$ cat config.mk
export PLATFORM = sky130hd
export DESIGN_NAME = rapcore_harness
export DESIGN_NICKNAME = d
export VERILOG_FILES = /design/src/rtl/plant_pkg.sv /design/src/rtl/spi_word_sender.sv /design/src/rtl/pwm_duty.sv /design/src/rtl/hbridge_coil.sv /design/src/rtl/current_comparator.sv /design/src/rtl/quad_encoder_gen.sv /design/src/rtl/rapcore_harness.sv
export VERILOG_INCLUDE_DIRS = /design/src /design/src/rtl
export SDC_FILE = /design/constraint.sdc
export NUM_CORES = 1
export LEC_CHECK = 0
export BUFFER_PORTS_ARGS = -buffer_cell sky130_fd_sc_hd__buf_2
export CAP_MARGIN = 15
export CORE_MARGIN = 5
export CORE_UTILIZATION = 34
export DETAILED_ROUTE_END_ITERATION = 8
export SLEW_MARGIN = 20
export SYNTH_ARGS = -nofsm -noshare
export SYNTH_HDL_FRONTEND = slang
export SYNTH_SLANG_ARGS = --single-unit
$ cat constraint.sdc
create_clock -name CLK -period 10.1 [get_ports CLK]
set_input_delay 2.525 -clock CLK [delete_from_list [all_inputs] [get_ports CLK]]
set_output_delay 2.525 -clock CLK [all_outputs]
set_load 0.01 [all_outputs]
$ cat src/rtl/plant_defines.svh
`ifndef PLANT_DEFINES_SVH
`define PLANT_DEFINES_SVH

// Command word
`define WORD_BITS 64

// CLK cycles per SCK period, half low and half high
`define SCK_DIV 4

// Duty measurement window in CLK cycles
`define PWM_WINDOW 256

`define COIL_STEP 16  // Current change per cycle
`define COIL_MAX 4095  // Saturation magnitude

// Encoder counter length, half a phase period
`define ENC_DIV 16

`endif

$ cat src/rtl/plant_pkg.sv
`default_nettype none

package plant_pkg;

  typedef struct packed {
    logic sck;
    logic cs;  // Active low
    logic copi;
  } spi_bus_t;

  typedef struct packed {
    logic low_1;
    logic high_1;
    logic low_2;
    logic high_2;
  } coil_drive_t;

  typedef enum logic [1:0] {
    COAST,
    FORWARD,
    REVERSE,
    BRAKE
  } coil_mode_e;

  typedef enum logic [1:0] {
    WAIT_BOOT,
    IDLE,
    SHIFT
  } sender_state_e;

  typedef logic signed [12:0] current_t;
  typedef logic [11:0] duty_t;  // Same scale as current magnitude

endpackage

`default_nettype wire

$ cat src/rtl/spi_word_sender.sv
`timescale 1ns/1ps
`default_nettype none
`include "plant_defines.svh"

module spi_word_sender (
  input  wire                   CLK,
  input  wire                   resetn,
  input  wire                   boot_done,
  input  wire [`WORD_BITS-1:0]  word_in,
  input  wire                   word_start,
  output logic                  word_busy,
  output logic                  word_done,
  output plant_pkg::spi_bus_t   spi
);
  import plant_pkg::*;

  localparam int PH_W  = $clog2(`SCK_DIV);
  localparam int BIT_W = $clog2(`WORD_BITS);
  localparam logic [PH_W-1:0]  PH_LAST  = PH_W'(`SCK_DIV - 1);
  localparam logic [PH_W-1:0]  PH_HIGH  = PH_W'(`SCK_DIV / 2);
  localparam logic [BIT_W-1:0] BIT_LAST = BIT_W'(`WORD_BITS - 1);

  sender_state_e          state;
  logic [PH_W-1:0]        phase;
  logic [BIT_W-1:0]       bit_cnt;
  logic [`WORD_BITS-1:0]  shreg;
  logic [7:0]             byte_next;
  logic                   copi_r;
  logic                   shifting;

  assign shifting  = (state == SHIFT);
  assign byte_next = {shreg[6:0], shreg[7]};  // Rotate current byte, MSB out first
  assign word_busy = shifting;

  // Mode 0, sck idles low, cs low only while shifting
  assign spi = '{sck: shifting && (phase >= PH_HIGH), cs: !shifting, copi: copi_r};

  always_ff @(posedge CLK) begin
    if (!resetn) begin
      state     <= WAIT_BOOT;
      phase     <= '0;
      bit_cnt   <= '0;
      copi_r    <= 1'b0;
      word_done <= 1'b0;
    end else begin
      word_done <= 1'b0;
      case (state)
        WAIT_BOOT: begin
          if (boot_done) begin
            state <= IDLE;  // Boot seen once, never waits again
          end
        end
        IDLE: begin
          if (word_start) begin
            state   <= SHIFT;
            phase   <= '0;
            bit_cnt <= '0;
          end
        end
        SHIFT: begin
          phase <= phase + 1'b1;
          if (phase == '0) begin
            copi_r <= shreg[7];  // One cycle ahead of sck rise
          end
          if (phase == PH_LAST) begin
            phase   <= '0;
            bit_cnt <= bit_cnt + 1'b1;
            if (bit_cnt == BIT_LAST) begin
              state     <= IDLE;
              word_done <= 1'b1;
            end
          end
        end
        default: state <= WAIT_BOOT;
      endcase
    end
  end

  // After the 8th rotation the byte is intact again and moves to the top
  always_ff @(posedge CLK) begin
    if (state == IDLE && word_start) begin
      shreg <= word_in;
    end else if (shifting && phase == '0) begin
      if (bit_cnt[2:0] == 3'd7) begin
        shreg <= {byte_next, shreg[`WORD_BITS-1:8]};
      end else begin
        shreg[7:0] <= byte_next;
      end
    end
  end

endmodule

`default_nettype wire

$ cat src/rtl/pwm_duty.sv
`timescale 1ns/1ps
`default_nettype none
`include "plant_defines.svh"

module pwm_duty (
  input  wire               CLK,
  input  wire               resetn,
  input  wire               pwm,
  output plant_pkg::duty_t  duty
);
  import plant_pkg::*;

  localparam int WIN_W = $clog2(`PWM_WINDOW);
  localparam logic [WIN_W-1:0] WIN_LAST = WIN_W'(`PWM_WINDOW - 1);

  logic [WIN_W-1:0] win_cnt;
  logic [WIN_W:0]   high_cnt;
  logic [WIN_W:0]   total;
  logic [WIN_W+4:0] scaled;
  duty_t            capped;

  assign total  = high_cnt + {{WIN_W{1'b0}}, pwm};  // Includes this cycle
  assign scaled = {total, 4'b0000};  // 16 per high cycle
  assign capped = (|scaled[WIN_W+4:12]) ? '1 : scaled[11:0];

  always_ff @(posedge CLK) begin
    if (!resetn) begin
      win_cnt  <= '0;
      high_cnt <= '0;
      duty     <= '0;
    end else begin
      win_cnt <= win_cnt + 1'b1;
      if (win_cnt == WIN_LAST) begin
        duty     <= capped;
        high_cnt <= '0;
      end else begin
        high_cnt <= total;
      end
    end
  end

endmodule

`default_nettype wire

$ cat src/rtl/hbridge_coil.sv
`timescale 1ns/1ps
`default_nettype none
`include "plant_defines.svh"

module hbridge_coil #(
  parameter bit POLARITY_INVERT = 1'b0
) (
  input  wire                     CLK,
  input  wire                     resetn,
  input  wire plant_pkg::coil_drive_t drive,
  output plant_pkg::current_t     current
);
  import plant_pkg::*;

  localparam logic signed [13:0] STEP = 14'sd`COIL_STEP;
  localparam current_t CUR_MAX = 13'sd`COIL_MAX;
  localparam current_t CUR_MIN = -13'sd`COIL_MAX;

  coil_mode_e          mode;
  logic signed [13:0]  cur_ext;
  logic signed [13:0]  delta;
  logic signed [13:0]  sum;

  always_comb begin
    if (drive.high_1 && drive.low_2) begin
      mode = FORWARD;
    end else if (drive.high_2 && drive.low_1) begin
      mode = REVERSE;
    end else if (drive.low_1 && drive.low_2) begin
      mode = BRAKE;  // Both low sides shorting the coil
    end else begin
      mode = COAST;
    end
  end

  always_comb begin
    cur_ext = current;  // Sign extended, room for overflow
    case (mode)
      FORWARD: delta = POLARITY_INVERT ? -STEP : STEP;
      REVERSE: delta = POLARITY_INVERT ? STEP : -STEP;
      BRAKE: begin
        if (cur_ext > STEP) begin
          delta = -STEP;
        end else if (cur_ext < -STEP) begin
          delta = STEP;
        end else begin
          delta = -cur_ext;  // Snap to zero
        end
      end
      default: delta = '0;
    endcase
    sum = cur_ext + delta;
  end

  always_ff @(posedge CLK) begin
    if (!resetn) begin
      current <= '0;
    end else if (sum > CUR_MAX) begin
      current <= CUR_MAX;
    end else if (sum < CUR_MIN) begin
      current <= CUR_MIN;
    end else begin
      current <= sum[12:0];
    end
  end

endmodule

`default_nettype wire

$ cat src/rtl/current_comparator.sv
`timescale 1ns/1ps
`default_nettype none

module current_comparator (
  input  wire                     CLK,
  input  wire                     resetn,
  input  wire plant_pkg::current_t current,
  input  wire plant_pkg::duty_t   target,
  output logic                    cmp
);
  import plant_pkg::*;

  current_t mag;

  // Saturation keeps the current off -4096, so the negation fits
  assign mag = current[12] ? -current : current;

  always_ff @(posedge CLK) begin
    if (!resetn) begin
      cmp <= 1'b1;
    end else begin
      cmp <= (mag[11:0] >= target);  // Unsigned compare
    end
  end

endmodule

`default_nettype wire

$ cat src/rtl/quad_encoder_gen.sv
`timescale 1ns/1ps
`default_nettype none
`include "plant_defines.svh"

module quad_encoder_gen (
  input  wire   CLK,
  input  wire   resetn,
  output logic  enc_a,
  output logic  enc_b
);

  localparam int CNT_W = $clog2(`ENC_DIV);
  localparam logic [CNT_W-1:0] A_FLIP = CNT_W'(`ENC_DIV - 1);
  localparam logic [CNT_W-1:0] B_FLIP = CNT_W'(`ENC_DIV / 2 - 1);  // Quarter period later

  logic [CNT_W-1:0] cnt;

  always_ff @(posedge CLK) begin
    if (!resetn) begin
      cnt   <= '0;
      enc_a <= 1'b0;
      enc_b <= 1'b1;
    end else begin
      cnt <= cnt + 1'b1;
      if (cnt == A_FLIP) begin
        enc_a <= ~enc_a;
      end
      if (cnt == B_FLIP) begin
        enc_b <= ~enc_b;
      end
    end
  end

endmodule

`default_nettype wire

$ cat src/rtl/rapcore_harness.sv
`timescale 1ns/1ps
`default_nettype none

module rapcore_harness (
  input  wire                         CLK,
  input  wire                         resetn,
  input  wire                         boot_done,
  input  wire [63:0]                  word_in,
  input  wire                         word_start,
  output logic                        word_busy,
  output logic                        word_done,
  output plant_pkg::spi_bus_t         spi,
  input  wire plant_pkg::coil_drive_t coil_a,
  input  wire plant_pkg::coil_drive_t coil_b,
  input  wire                         analog_out1,
  input  wire                         analog_out2,
  output logic                        analog_cmp1,
  output logic                        analog_cmp2,
  output logic                        enc_a,
  output logic                        enc_b
);
  import plant_pkg::*;

  current_t current1;
  current_t current2;
  duty_t    target1;
  duty_t    target2;

  spi_word_sender sender (
    .CLK(CLK), .resetn(resetn), .boot_done(boot_done), .word_in(word_in),
    .word_start(word_start), .word_busy(word_busy), .word_done(word_done), .spi(spi)
  );

  hbridge_coil #(.POLARITY_INVERT(1'b0)) coil1 (
    .CLK(CLK), .resetn(resetn), .drive(coil_a), .current(current1)
  );
  hbridge_coil #(.POLARITY_INVERT(1'b0)) coil2 (
    .CLK(CLK), .resetn(resetn), .drive(coil_b), .current(current2)
  );

  pwm_duty duty1 (.CLK(CLK), .resetn(resetn), .pwm(analog_out1), .duty(target1));
  pwm_duty duty2 (.CLK(CLK), .resetn(resetn), .pwm(analog_out2), .duty(target2));

  current_comparator cmp1 (
    .CLK(CLK), .resetn(resetn), .current(current1), .target(target1), .cmp(analog_cmp1)
  );
  current_comparator cmp2 (
    .CLK(CLK), .resetn(resetn), .current(current2), .target(target2), .cmp(analog_cmp2)
  );

  quad_encoder_gen encoder (.CLK(CLK), .resetn(resetn), .enc_a(enc_a), .enc_b(enc_b));

endmodule

`default_nettype wire

==> impl_results.md <==
- Mux cell area share after synthesis: 8.34%
- Synth Register Bits: 162
- Setup Fix Bufs, Post-CTS: 0
- Outcome: completed
- Total grt overflow: 0
- Placed Cells: 1,327
- CP Max Fanout: 6
- Slew margin rel.: 36.9%
- Mapped Cells: 928
- Die Y: 175 um
- RSZ-0062 raised after global routing: no
- Area Growth Syn to Fin: 14.8%
- Met3 Usage GRT: 2.77%
- Post-route ant nets: 0
- WHS Path Cells: 1
- Final hold slack: 0.450 ns
- Tcrit/Tclk final: 58.2%
- Final HPWL DP: 14.7 mm
- Layout cell share with drive strength beyond 1: 20.3%
- Async SR Flop Fraction: 0%
- Critical Path Sink Type: flip-flop
- Number of max-cap violations: 0
- Area share of the leading cell type in the synthesized netlist: 21.2%
- Max Clk Rate: 0.170 GHz
- Fin. Hold Viols: 0
- Unique masters post-synth: 78
- Peak VDD IR: 0.109 mV
- Clock buffer count from CTS: 17
- Vias in the first global route: 6,666
- Post-synth top flop: dfxtp_1
- Clock slew at reported path FFs: 0.07 ns
- Number of enable flip-flop cells after synthesis: 64
- Via-to-Cell Ratio: 5.09
- Layout Nets: 1,149
- CP Class: input pin to flip-flop
- Core ar.: 0.0269 sq mm
- GR Util met2: 20.1%
- GRT Max-Usage Layer: met2
- First-pass GRT wire length: 33.4 mm
- Worst Clk Skew: 0.0141 ns
- Initial antenna violation count: 0
- Pin count of the biggest net entering global routing: 80
- # hold bufs at CTS: 0
- Core Rows: 60
- Fin Setup TNS: 0 ns
- Part of the power in registers: 35.1%
- Data arrival, critical path: 6.16 ns
- R2R cell count: 17
- Leakage: 4.10 nW
- Fin crit period: 5.88 ns
- Clk sinks: 162
- Post-synthesis compound-gate area fraction: 15.4%
- Net Switching: 920 uW
- Synth warn: 0
- Initial core utilization: 34.4%
- Initial DRC count: 397
- PortBufs: 86
- Final WL: 20.1 mm
- Cell taking the most area after synthesis: dfxtp_1
- Syn Area/Cell: 9.96 sq um
- Int Power: 1.49 mW
- I/O Pins: 87
- ANT cells: 0
- Top cells by area, synth: dfxtp_1 21%, edfxtp_1 21%, ha_1 8.7%, mux2_2 6.8%, nor2_1 3.4%
- R2R Setup Slk: 5.46 ns
- Die width: 175 um
- Combinational Power Share: 37.4%
- Crit path launch type: input pin
- Post-Syn Nets: 1,072
- Die ar.: 0.0306 sq mm
- Post-CTS sizing: 0
- CTS tree: yes
- Share of synthesized cell area in full adder, half adder and majority cells: 9.22%
- Total power: 2.41 mW
- Total vias in the final route: 6,911
- Clock latency on the worst-skew pair: 0.44 ns
- PwrDens: 228 mW/mm^2
- Cell Area, Synth: 0.00925 sq mm
- Simple-gate area share of the yosys netlist: 15.2%
- Post-Synth XOR/XNOR Area: 6.55%
- Root buffer cell: clkbuf_16
- DRC errors left: 0
- DRT Pass-1 Iters: 5
- Main combinational cell family by area after synthesis: compound AO/OA/AOI/OAI gates
- Finished Layout Cells: 1,359
- H-tree levels: 4
- Final Max Tran Viols: 0
- Final setup viols: 0
- Crit path required time: 10.38 ns
- GP Congestion: 0.855
- Slew @ Worst Pin: 0.944 ns
- Hold Path Class: flip-flop to flip-flop
- Clk network pwr share: 27.5%
- Sw frac: 38.1%
- Gr usage total: 13.1%
- Routed length per instance: 14.8 um
- Met1 usage: 18.7%
- Register area share after synthesis: 42.0%
- Max clock buf depth: 2
## worst paths after layout
path,end,from
worst min register to register,duty2.win_cnt[0]$_SDFF_PN0_,duty2.win_cnt[0]$_SDFF_PN0_
worst max-delay path,coil1.current[3]$_SDFF_PN0_,coil_a[3]
worst max register to register,coil1.current[3]$_SDFF_PN0_,coil1.current[8]$_SDFF_PN0_
worst min-delay path,duty2.win_cnt[0]$_SDFF_PN0_,duty2.win_cnt[0]$_SDFF_PN0_
## cells by family after synthesis
family,count (synthesis)
DFF,162
and+or+nand+nor,278
xor gates and xnor gates,67
buffers and inverters,78
AOI/OAI and AO/OA,206
adders and majority gates,67
muxes,70
## cell type report
class	count	area [sq um]
Sequential cell	162	3880
Clock buffer	17	425
Fill cell	2659	16300
Timing Repair Buffer	89	453
Inverter	47	176
Clock inverter	15	186
Multi-Input combinational cell	688	5060
Tap cell	341	427
## Yosys cell counts (all sizes together) (6+ instances only)
master,number
or3,10
nand3,31
nor3,12
o31ai,9
o21a,10
nand2,57
a221oi,17
a21o,21
and3,10
and2,11
a211oi,13
nand4,13
a31oi,7
xor2,31
nor2,87
ha,64
clkbuf,27
o211ai,7
or2,7
xnor2,36
nand2b,11
dfxtp,98
mux2i,14
nor2b,8
inv,47
o21ai,36
edfxtp,64
nor4,6
a21oi,51
mux2,56
## stage by stage
stage          cell area (sq um)  setup slack (ns)  utilization (%)
4_1_cts                    10600              4.27             39.5
6_report                   10600              4.22             39.5
3_5_place_dp               10000              3.83             37.2
2_1_floorplan               9250              4.42                -
3_3_place_gp               10000              3.93             37.2
5_1_grt                    10600              3.83             39.5
## worst max-delay path: stages
cell,delay (ns)
buf_2,0.12
nor2b_1,0.15
o21ai_0,0.14
nor2_1,0.29
nand2_1,0.17
o21ai_0,0.24
inv_1,0.06
o22a_1,0.20
ha_1,0.37
a21o_1,0.22
a31oi_1,0.29
a21oi_1,0.15
or4b_1,0.51
o311ai_0,0.17
a41oi_1,0.26
nor2_2,0.22
o31ai_1,0.09
## flip-flops by register name, summed over array words and instances (netlist names)
name / flops
sender.copi_r: 1
sender.shreg: 64
encoder.enc_b: 1
duty1.win_cnt: 8
sender.phase: 2
encoder.cnt: 4
duty1.duty: 9
cmp2.cmp: 1
duty2.duty: 9
sender.bit_cnt: 6
coil1.current: 13
duty2.high_cnt: 9
sender.word_done: 1
coil2.current: 13
cmp1.cmp: 1
encoder.enc_a: 1
duty1.high_cnt: 9
duty2.win_cnt: 8
sender.state: 2
## power groups by stage
stage	clock network, mW	registers (mW)	logic (mW)
after floorplan	0	0.813	0.738
after global placement	0	0.857	0.890
after detailed placement	0	0.860	0.905
after CTS	0.684	0.845	0.912
after global routing	0.714	0.858	1.02
final	0.664	0.847	0.903
## cell usage in the layout (no fill, tap or decap), drive strengths merged, types with 21 or more instances in the layout
cell type  count
dfxtp         98
buf           89
nor2          87
ha            64
edfxtp        64
nand2         57
inv           57
mux2          56
a21oi         51
xnor2         36
o21ai         36
xor2          31
nand3         31
a21o          21
## routing by layer
layer	vias to the layer above	wire, um
li1	3572	-
met1	3186	10000
met2	130	9010
met3	23	785
met4	0	314
met5	-	0
Note: power is estimated with default switching activity, not from simulation.
